===== src/common/player_params.svh =====
`ifndef PLAYER_PARAMS_SVH
`define PLAYER_PARAMS_SVH

// ==================================================
// Audio datapath widths
// ==================================================
`define SAMPLE_W 16
`define PHASE_W 20
`define NOTE_W 6

// ==================================================
// Song and register sizing
// ==================================================
`define SONG_LEN 8
`define BEAT_W 24
// Cycles per note out of reset
`define BEAT_DEFAULT 1000
`define WEIGHT_DEFAULT 2

`endif

===== src/common/axil_pkg.sv =====
`default_nettype none

package axil_pkg;

    typedef logic [3:0]  axil_addr_t;
    typedef logic [31:0] axil_data_t;
    typedef logic [3:0]  axil_strb_t;

    typedef enum logic [1:0] {
        RESP_OKAY   = 2'b00,
        RESP_SLVERR = 2'b10
    } axil_resp_t;

    // Register map, byte offsets
    localparam axil_addr_t REG_CTRL   = 4'h0;
    localparam axil_addr_t REG_BEAT   = 4'h4;
    localparam axil_addr_t REG_STATUS = 4'h8;

endpackage

`default_nettype wire


===== src/common/player_pkg.sv =====
`default_nettype none

`include "player_params.svh"

package player_pkg;

    // Note index into the tone table, zero is a rest
    typedef logic [`NOTE_W-1:0] note_t;

    // Signed audio sample as sent toward the codec
    typedef logic signed [`SAMPLE_W-1:0] sample_t;

    // Volume weight, a left shift of the base amplitude
    typedef logic [1:0] weight_t;

    // Song select, two songs in the ROM
    typedef logic song_t;

    // Clock cycles per note
    typedef logic [`BEAT_W-1:0] beat_t;

endpackage

`default_nettype wire


===== src/logic/music_player_top.sv =====
`timescale 1ns/1ps
`default_nettype none

module music_player_top #(
    parameter int BPU_WIDTH = 20
) (
    input  wire logic                  clk_100,
    input  wire logic                  rst_n,
    input  wire logic                  play_button,
    input  wire logic                  next_button,
    // Frame strobe from the codec
    input  wire logic                  new_frame,
    input  wire axil_pkg::axil_addr_t  axil_awaddr,
    input  wire logic                  axil_awvalid,
    output logic                       axil_awready,
    input  wire axil_pkg::axil_data_t  axil_wdata,
    input  wire axil_pkg::axil_strb_t  axil_wstrb,
    input  wire logic                  axil_wvalid,
    output logic                       axil_wready,
    output axil_pkg::axil_resp_t       axil_bresp,
    output logic                       axil_bvalid,
    input  wire logic                  axil_bready,
    input  wire axil_pkg::axil_addr_t  axil_araddr,
    input  wire logic                  axil_arvalid,
    output logic                       axil_arready,
    output axil_pkg::axil_data_t       axil_rdata,
    output axil_pkg::axil_resp_t       axil_rresp,
    output logic                       axil_rvalid,
    input  wire logic                  axil_rready,
    output player_pkg::sample_t        sample,
    output logic                       new_sample,
    output logic                       playing,
    output player_pkg::note_t          note
);
    import player_pkg::*;

    logic       play_pulse;
    logic       next_pulse;
    song_t      song;
    logic [2:0] note_addr;
    weight_t    weight;
    beat_t      beat_count;

    // ==================================================
    // Button pulses
    // ==================================================
    button_press_unit #(.WIDTH(BPU_WIDTH)) play_press (
        .clk(clk_100), .rst_n(rst_n), .in(play_button), .out(play_pulse)
    );

    button_press_unit #(.WIDTH(BPU_WIDTH)) next_press (
        .clk(clk_100), .rst_n(rst_n), .in(next_button), .out(next_pulse)
    );

    // Sequencer and tone source
    song_reader song_reader (
        .clk(clk_100), .rst_n(rst_n), .play(play_pulse), .next(next_pulse),
        .beat_count(beat_count), .note(note), .playing(playing),
        .song(song), .note_addr(note_addr)
    );

    note_gen note_gen (
        .clk(clk_100), .rst_n(rst_n), .new_frame(new_frame), .note(note),
        .weight(weight), .sample(sample), .new_sample(new_sample)
    );

    // Control and status registers
    player_regs player_regs (
        .clk(clk_100), .rst_n(rst_n),
        .axil_awaddr(axil_awaddr), .axil_awvalid(axil_awvalid), .axil_awready(axil_awready),
        .axil_wdata(axil_wdata), .axil_wstrb(axil_wstrb),
        .axil_wvalid(axil_wvalid), .axil_wready(axil_wready),
        .axil_bresp(axil_bresp), .axil_bvalid(axil_bvalid), .axil_bready(axil_bready),
        .axil_araddr(axil_araddr), .axil_arvalid(axil_arvalid), .axil_arready(axil_arready),
        .axil_rdata(axil_rdata), .axil_rresp(axil_rresp),
        .axil_rvalid(axil_rvalid), .axil_rready(axil_rready),
        .playing(playing), .song(song), .note_addr(note_addr),
        .weight(weight), .beat_count(beat_count)
    );

endmodule

`default_nettype wire


===== src/player/player_regs.sv =====
`timescale 1ns/1ps
`default_nettype none

`include "player_params.svh"

module player_regs (
    input  wire logic                  clk,
    input  wire logic                  rst_n,
    input  wire axil_pkg::axil_addr_t  axil_awaddr,
    input  wire logic                  axil_awvalid,
    output logic                       axil_awready,
    input  wire axil_pkg::axil_data_t  axil_wdata,
    input  wire axil_pkg::axil_strb_t  axil_wstrb,
    input  wire logic                  axil_wvalid,
    output logic                       axil_wready,
    output axil_pkg::axil_resp_t       axil_bresp,
    output logic                       axil_bvalid,
    input  wire logic                  axil_bready,
    input  wire axil_pkg::axil_addr_t  axil_araddr,
    input  wire logic                  axil_arvalid,
    output logic                       axil_arready,
    output axil_pkg::axil_data_t       axil_rdata,
    output axil_pkg::axil_resp_t       axil_rresp,
    output logic                       axil_rvalid,
    input  wire logic                  axil_rready,
    input  wire logic                  playing,
    input  wire player_pkg::song_t     song,
    input  wire logic [2:0]            note_addr,
    output player_pkg::weight_t        weight,
    output player_pkg::beat_t          beat_count
);
    import axil_pkg::*;
    import player_pkg::*;

    // Halves of a write seen so far
    logic       aw_done;
    logic       w_done;
    axil_addr_t awaddr_q;
    axil_data_t wdata_q;
    axil_strb_t wstrb_q;
    logic       aw_hs;
    logic       w_hs;
    logic       wr_fire;
    logic       aw_done_n;
    logic       w_done_n;
    logic       bvalid_n;
    axil_addr_t wr_addr;
    axil_data_t wr_data;
    axil_strb_t wr_strb;
    axil_resp_t wr_resp;
    axil_data_t ctrl_merged;
    axil_data_t beat_merged;
    beat_t      beat_wr;
    logic       ar_hs;
    logic       rvalid_n;
    axil_data_t rd_data;
    axil_resp_t rd_resp;

    // Byte lanes from data where strobed
    function automatic axil_data_t apply_strb(axil_data_t old, axil_data_t data,
                                              axil_strb_t strb);
        axil_data_t merged;
        merged = old;
        for (int i = 0; i < 4; i++) begin
            if (strb[i])
                merged[8*i +: 8] = data[8*i +: 8];
        end
        return merged;
    endfunction

    // ==================================================
    // Write channel
    // ==================================================
    always_comb begin
        aw_hs   = axil_awready && axil_awvalid;
        w_hs    = axil_wready && axil_wvalid;
        // Live channel when not yet latched
        wr_addr = aw_done ? awaddr_q : axil_awaddr;
        wr_data = w_done ? wdata_q : axil_wdata;
        wr_strb = w_done ? wstrb_q : axil_wstrb;
        // Both halves present, commit now
        wr_fire   = (aw_done || aw_hs) && (w_done || w_hs);
        aw_done_n = !wr_fire && (aw_done || aw_hs);
        w_done_n  = !wr_fire && (w_done || w_hs);
        bvalid_n  = wr_fire || (axil_bvalid && !axil_bready);

        ctrl_merged = apply_strb(32'(weight), wr_data, wr_strb);
        beat_merged = apply_strb(32'(beat_count), wr_data, wr_strb);
        // Zero beat would stall the song
        beat_wr = beat_merged[`BEAT_W-1:0];
        if (beat_wr == '0)
            beat_wr = 1;

        // Status is read only
        wr_resp = (wr_addr == REG_CTRL || wr_addr == REG_BEAT) ? RESP_OKAY : RESP_SLVERR;
    end

    // ==================================================
    // Read channel decode
    // ==================================================
    always_comb begin
        ar_hs    = axil_arready && axil_arvalid;
        rvalid_n = ar_hs || (axil_rvalid && !axil_rready);
        rd_resp  = RESP_OKAY;
        case (axil_araddr)
            REG_CTRL:   rd_data = 32'(weight);
            REG_BEAT:   rd_data = 32'(beat_count);
            REG_STATUS: rd_data = {25'b0, note_addr, 2'b0, song, playing};
            default: begin
                rd_data = '0;
                rd_resp = RESP_SLVERR;
            end
        endcase
    end

    always_ff @(posedge clk or negedge rst_n) begin
        if (!rst_n) begin
            aw_done      <= 1'b0;
            w_done       <= 1'b0;
            axil_awready <= 1'b0;
            axil_wready  <= 1'b0;
            axil_bvalid  <= 1'b0;
            axil_arready <= 1'b0;
            axil_rvalid  <= 1'b0;
            weight       <= `WEIGHT_DEFAULT;
            beat_count   <= `BEAT_DEFAULT;
        end else begin
            aw_done     <= aw_done_n;
            w_done      <= w_done_n;
            axil_bvalid <= bvalid_n;
            // No new address or data while a response waits
            axil_awready <= !aw_done_n && !bvalid_n;
            axil_wready  <= !w_done_n && !bvalid_n;
            axil_rvalid  <= rvalid_n;
            axil_arready <= !rvalid_n;
            if (wr_fire) begin
                case (wr_addr)
                    REG_CTRL: weight     <= ctrl_merged[1:0];
                    REG_BEAT: beat_count <= beat_wr;
                    default: ;
                endcase
            end
        end
    end

    // Captured payload
    always_ff @(posedge clk) begin
        if (aw_hs)
            awaddr_q <= axil_awaddr;
        if (w_hs) begin
            wdata_q <= axil_wdata;
            wstrb_q <= axil_wstrb;
        end
        if (wr_fire)
            axil_bresp <= wr_resp;
        if (ar_hs) begin
            axil_rdata <= rd_data;
            axil_rresp <= rd_resp;
        end
    end

    a_bvalid_hold: assert property (@(posedge clk) disable iff (!rst_n)
        (axil_bvalid && !axil_bready) |=> axil_bvalid);

endmodule

`default_nettype wire


===== src/player/note_gen.sv =====
`timescale 1ns/1ps
`default_nettype none

`include "player_params.svh"

module note_gen (
    input  wire logic                 clk,
    input  wire logic                 rst_n,
    input  wire logic                 new_frame,
    input  wire player_pkg::note_t    note,
    input  wire player_pkg::weight_t  weight,
    output player_pkg::sample_t       sample,
    output logic                      new_sample
);
    import player_pkg::*;

    localparam int PW = `PHASE_W;
    // Phase step per frame is note * 64
    localparam int STEP_SHIFT = 6;
    // Amplitude at weight 0
    localparam logic [`SAMPLE_W-1:0] BASE_AMP = 'h0FFF;

    logic [PW-1:0] phase;
    logic [PW-1:0] phase_base;
    logic [PW-1:0] phase_next;
    note_t   prev_note;
    sample_t amp;
    sample_t level;

    always_comb begin
        // Restart the waveform on a note change
        phase_base = (note != prev_note) ? '0 : phase;
        phase_next = phase_base + (PW'(note) << STEP_SHIFT);
        amp        = sample_t'(BASE_AMP << weight);
        // Square wave, sign from phase MSB
        if (note == '0)
            level = '0;
        else if (phase_next[PW-1])
            level = -amp;
        else
            level = amp;
    end

    // ==================================================
    // Phase accumulator and sample register
    // ==================================================
    always_ff @(posedge clk or negedge rst_n) begin
        if (!rst_n) begin
            phase      <= '0;
            prev_note  <= '0;
            sample     <= '0;
            new_sample <= 1'b0;
        end else begin
            prev_note  <= note;
            new_sample <= new_frame;
            if (new_frame) begin
                phase  <= phase_next;
                sample <= level;
            end else begin
                phase <= phase_base;
            end
        end
    end

    // Samples only follow a codec frame strobe
    a_sample_after_frame: assert property (@(posedge clk) disable iff (!rst_n)
        new_sample |-> $past(new_frame));

endmodule

`default_nettype wire


===== src/player/song_reader.sv =====
`timescale 1ns/1ps
`default_nettype none

`include "player_params.svh"

module song_reader (
    input  wire logic                clk,
    input  wire logic                rst_n,
    input  wire logic                play,
    input  wire logic                next,
    input  wire player_pkg::beat_t   beat_count,
    output player_pkg::note_t        note,
    output logic                     playing,
    output player_pkg::song_t        song,
    output logic [2:0]               note_addr
);
    import player_pkg::*;

    note_t rom_note;
    beat_t beat_cnt;
    logic  beat_end;
    logic  last_note;

    // ==================================================
    // Note ROM, song in the top address bit
    // ==================================================
    always_comb begin
        case ({song, note_addr})
            // Song 0, rising line with a rest
            4'h0: rom_note = 6'd20;
            4'h1: rom_note = 6'd22;
            4'h2: rom_note = 6'd24;
            4'h3: rom_note = 6'd0;
            4'h4: rom_note = 6'd25;
            4'h5: rom_note = 6'd27;
            4'h6: rom_note = 6'd29;
            4'h7: rom_note = 6'd32;
            // Song 1, falling line
            4'h8: rom_note = 6'd40;
            4'h9: rom_note = 6'd37;
            4'ha: rom_note = 6'd0;
            4'hb: rom_note = 6'd35;
            4'hc: rom_note = 6'd33;
            4'hd: rom_note = 6'd30;
            4'he: rom_note = 6'd28;
            default: rom_note = 6'd25;
        endcase
    end

    // Silent whenever stopped
    assign note = playing ? rom_note : '0;

    // Reaching beat_count - 1 ends the note
    assign beat_end  = (beat_cnt >= beat_count - 1'b1);
    assign last_note = (note_addr == 3'(`SONG_LEN - 1));

    // ==================================================
    // Play, next and beat sequencing
    // ==================================================
    always_ff @(posedge clk or negedge rst_n) begin
        if (!rst_n) begin
            playing   <= 1'b0;
            song      <= 1'b0;
            note_addr <= '0;
            beat_cnt  <= '0;
        end else if (next) begin
            // Other song, stopped at its start
            song      <= ~song;
            note_addr <= '0;
            playing   <= 1'b0;
            beat_cnt  <= '0;
        end else if (play) begin
            playing <= ~playing;
            // Fresh beat on start
            if (!playing)
                beat_cnt <= '0;
        end else if (playing) begin
            if (beat_end) begin
                beat_cnt <= '0;
                if (last_note) begin
                    // End of song
                    playing   <= 1'b0;
                    note_addr <= '0;
                end else begin
                    note_addr <= note_addr + 1'b1;
                end
            end else begin
                beat_cnt <= beat_cnt + 1'b1;
            end
        end
    end

    a_addr_range: assert property (@(posedge clk) disable iff (!rst_n)
        int'(note_addr) < `SONG_LEN);

endmodule

`default_nettype wire


===== src/logic/button_press_unit.sv =====
`timescale 1ns/1ps
`default_nettype none

module button_press_unit #(
    parameter int WIDTH = 20
) (
    input  wire logic clk,
    input  wire logic rst_n,
    input  wire logic in,
    output logic      out
);

    // Two-flop synchronizer
    logic sync_meta;
    logic sync_in;
    // Consecutive-high count, saturates at all ones
    logic [WIDTH-1:0] stable_cnt;
    // This press already gave its pulse
    logic fired;
    logic stable;

    // High for 2^WIDTH cycles in a row
    assign stable = sync_in && (stable_cnt == {WIDTH{1'b1}});

    always_ff @(posedge clk or negedge rst_n) begin
        if (!rst_n) begin
            sync_meta  <= 1'b0;
            sync_in    <= 1'b0;
            stable_cnt <= '0;
            fired      <= 1'b0;
            out        <= 1'b0;
        end else begin
            sync_meta <= in;
            sync_in   <= sync_meta;
            // Single pulse, then wait for release
            out <= stable && !fired;
            if (!sync_in) begin
                stable_cnt <= '0;
                fired      <= 1'b0;
            end else if (!stable) begin
                stable_cnt <= stable_cnt + 1'b1;
            end else begin
                fired <= 1'b1;
            end
        end
    end

    // One pulse per press, never a two-cycle pulse
    a_single_pulse: assert property (@(posedge clk) disable iff (!rst_n) out |=> !out);

endmodule

`default_nettype wire


===== config.mk =====
export PLATFORM = sky130hd
export DESIGN_NAME = music_player_top
export DESIGN_NICKNAME = d
export VERILOG_FILES = /design/src/common/axil_pkg.sv /design/src/common/player_pkg.sv /design/src/logic/music_player_top.sv /design/src/player/player_regs.sv /design/src/player/note_gen.sv /design/src/player/song_reader.sv /design/src/logic/button_press_unit.sv
export VERILOG_INCLUDE_DIRS = /design/src /design/src/common
export SDC_FILE = /design/constraint.sdc
export NUM_CORES = 1
export LEC_CHECK = 0
export ABC_AREA = 1
export BUFFER_PORTS_ARGS = -buffer_cell sky130_fd_sc_hd__buf_2
export CAP_MARGIN = 20
export CORE_MARGIN = 1.5
export CORE_UTILIZATION = 30
export DETAILED_ROUTE_END_ITERATION = 10
export PLACE_DENSITY = 0.46
export SLEW_MARGIN = 30
export SYNTH_ARGS = -nofsm -noshare
export SYNTH_HDL_FRONTEND = slang
export SYNTH_SLANG_ARGS = --single-unit

===== constraint.sdc =====
create_clock -name clk_100 -period 3.5 [get_ports clk_100]
set_input_delay 0.35 -clock clk_100 [delete_from_list [all_inputs] [get_ports clk_100]]
set_output_delay 0.35 -clock clk_100 [all_outputs]
set_load 0.05 [all_outputs]

==> metrics.txt <==
worst stage delay on the critical path=400 ps; die area=36,600 um2; Critical-path top delay cell=dfrtp_1; Vert. Die Dim=191 um; total number of vias=8,621; gr usage total=14.9%; initial antenna violation count=6; syn_area_per_cell=8.65 um2; Crit path max-delay family=simple AND/OR/NAND/NOR gates; Static Leak=6.06 nW; Post-synth EDFFs=57; Setup WS post-layout=-40.3 ps; TritonCTS clock tree=yes; Peak VDD IR=410 uV; global-route wire length before repair=42,900 um; Die W=191 um; H-tree Lvls=4; RR Endpoint=song_reader.beat_cnt[11]$_DFFE_PN0P_; Fillers=3,567; Post-DP Area=11,900 um2; R2R cell count=25; Period Utilization, post-route=101%; post-detail-place hpwl=19,400 um; 1st-iter DRT viols=467; final WL=26,800 um; drt pass-1 iters=5; RSZ-0062 raised after global routing=true; Max clock buf depth=2; gr ovfl total=0; Setup Skew=14.5 ps; Pins Over Slew Limit=0; Gate power share=27.2%; Worst-Skew Late Latency=450 ps; Final Util=38.1%; HP Start=axil_wdata[20]; Sw Ratio=36.1%; endpoints failing hold=0; clock share of power=29.4%; Placer Congestion=0.822; Area Overhead vs Synth=24.2%; crit path max fanout=10; Most used DFF post-synth=dfrtp_1; Ports=119; worst hold-check path type=input port to flop; CTS Buf Count=17; IO buf count=99; endpoint class of the critical path=flop; num rows=68; max-cap violations=0; Worst Hold Depth=1; Finished Cell Area=13,200 um2; Worst-path clk slew=80 ps; sequential-to-total area share from yosys stat=49.1%; Remaining DRCs=0; vias in the first global route=8,242; failing checks=setup timing; final net count=1,501; part of the power in registers=43.4%; Reg2Reg Setup Slack=-40 ps; count of different cell masters after synthesis=59; Placement Setup Slack=-115 ps; Power, Total=6.72 mW; RR Startpoint=player_regs.beat_count[0]$_DFFE_PN0P_; power density cells=509 nW/um2; Core Region=34,700 um2; routed vias/inst=4.60; WP data required=3800 ps; clock tree root driver cell=clkbuf_16; Yosys Warn Count=0; # clock sinks=197; largest net degree at the start of global routing=75; status=complete, but fails checks; Setup Viol. Count Final=20; Hold Crit Endpoint=player_regs.wdata_q[20]$_DFFE_PP_; cell area after synthesis=10,600 um2; share of cells above drive strength 1=23.6%; Net Sw Power=2.43 mW; Mapped Cells=1,229; Internal=4.29 mW; Detail Route Antenna Nets=0; CP arrival=3840 ps; Slew HR=38.0%; Setup CP Type=flop to flop; Post-synth ARST share=71.1%; Worst-Margin Slew=923 ps; Synth Register Bits=197; fmax=282 MHz; Starting Density=30.6%; CP Buf/Inv Count=6; minimum clock period=3540 ps; Worst setup SP type=flop; WL/cell=14.3 um
registers in the layout (all words and copies together) (netlist names), 2 cells and up:
register	cells
play_press.stable_cnt	20
player_regs.weight	2
player_regs.wdata_q	24
note_gen.phase	14
player_regs.beat_count	24
player_regs.awaddr_q	4
song_reader.note_addr	3
next_press.stable_cnt	20
note_gen.prev_note	6
player_regs.axil_rdata	24
player_regs.wstrb_q	3
song_reader.beat_cnt	24
note_gen.sample	9
synthesized netlist by cell type, drive strengths merged, types with 3 or more instances:
cell type	n	area (um2)
o221ai	3	26.3
dfrtp	133	3330
buf	26	186
o21ai	72	364
xnor2	5	43.8
clkbuf	16	60.1
nor2	126	538
nand3	75	418
inv	168	636
o22ai	21	131
a21oi	50	258
nor3	33	190
xor2	38	333
o31ai	3	22.5
nor4	9	71.3
nand3b	4	30.0
edfxtp	57	1710
a31oi	25	156
dfstp	7	184
ha	42	526
clkinv	3	12.5
nand2	267	1040
nand4	22	165
a211oi	5	37.5
metrics by stage:
| stage | TNS [ps] | std cells | hold slack (ps) |
|---|---|---|---|
| after CTS | -620 | 1852 | 61.7 |
| after detailed placement | -2040 | 1805 | 338 |
| after global placement | -1000 | 1805 | 335 |
| after global routing | -5870 | 1873 | 68.6 |
| final | -454 | 1875 | 85.1 |
| after floorplan | 0 | 1238 | 54.4 |
power by group through the flow:
stage	Combinational, mW	Clock [mW]	Sequential (mW)
3_3_place_gp	1.71	0	2.95
2_1_floorplan	1.04	0	3.05
6_report	1.83	1.98	2.92
4_1_cts	1.78	2.05	2.91
5_1_grt	2.07	2.14	2.96
3_5_place_dp	1.73	0	2.95
what timing repair did:
item / in CTS / in global routing
gates cloned: 1 / 1
pin swaps: 0 / 25
endpoints found under the hold margin: 70 / 0
setup endpoints to repair: 25 / 43
setup buffers: 11 / 19
resized for setup: 11 / 70
hold buffers: 3 / 0
final cells by class:
class / instances / area [um2] / area share (%)
Sequential cell: 197 / 5230 / 39.5
Multi-Input combinational cell: 828 / 4900 / 37.1
Timing Repair Buffer: 189 / 1270 / 9.62
Inverter: 171 / 653 / 4.94
Tap cell: 455 / 569 / 4.31
Clock buffer: 18 / 450 / 3.41
Clock inverter: 14 / 136 / 1.03
Antenna cell: 3 / 7.51 / 0.0568
cell usage in the layout, fill, tap and decap left out, types with 5 or more instances in the layout:
cell	n
buf_2	98
xnor2_1	5
a21oi_2	6
nand4_1	19
nand2_2	17
nand2_1	245
buf_4	79
nor4_1	8
a21oi_1	44
clkbuf_16	19
ha_1	33
nand3_1	62
a31oi_1	25
conb_1	10
inv_2	10
inv_1	154
nand3_2	11
o21ai_0	64
dfstp_2	7
nor2_1	109
ha_4	7
a211oi_1	5
dfrtp_1	132
nor3_1	28
o22ai_1	15
edfxtp_1	57
xor2_1	37
nor2_2	6
nor2_4	9
layer usage:
layer  global-route usage (%)  vias to the layer above  share of wire, %
met5                        0                        -              0.15
met4                     4.42                        6               1.4
met3                     2.79                       28               3.2
met2                     23.7                      104                47
met1                     20.5                     4079                49
li1                         -                     4404                 -
worst max-delay path by stage:
| stage | slack (ps) | cells after the start | to | start |
|---|---|---|---|---|
| floorplan | 60 | 23 | song_reader.beat_cnt[13]$_DFFE_PN0P_ | player_regs.beat_count[0]$_DFFE_PN0P_ |
| global placement | -60 | 24 | song_reader.beat_cnt[15]$_DFFE_PN0P_ | player_regs.beat_count[0]$_DFFE_PN0P_ |
| detailed placement | -110 | 24 | song_reader.beat_cnt[18]$_DFFE_PN0P_ | player_regs.beat_count[0]$_DFFE_PN0P_ |
| CTS | -60 | 24 | song_reader.beat_cnt[7]$_DFFE_PN0P_ | player_regs.beat_count[0]$_DFFE_PN0P_ |
| global route | -270 | 25 | song_reader.beat_cnt[11]$_DFFE_PN0P_ | player_regs.beat_count[0]$_DFFE_PN0P_ |
| finish | -40 | 25 | song_reader.beat_cnt[11]$_DFFE_PN0P_ | player_regs.beat_count[0]$_DFFE_PN0P_ |
logic make-up (layout without fill, tap and decap cells):
kind of cell               count (synthesis)  in the layout  share of synthesized area [%]
AOI/OAI and AO/OA                        189            189                           10.2
xor gates and xnor gates                  43             43                           3.54
adders and majority gates                 43             43                           5.13
buffers and inverters                    213            392                           8.41
DFF                                      197            197                           49.1
muxes                                      1              1                         0.0941
other                                      1             13                         0.0353
and+or+nand+nor                          542            542                           23.5
Note: power is estimated with default switching activity, not from simulation.
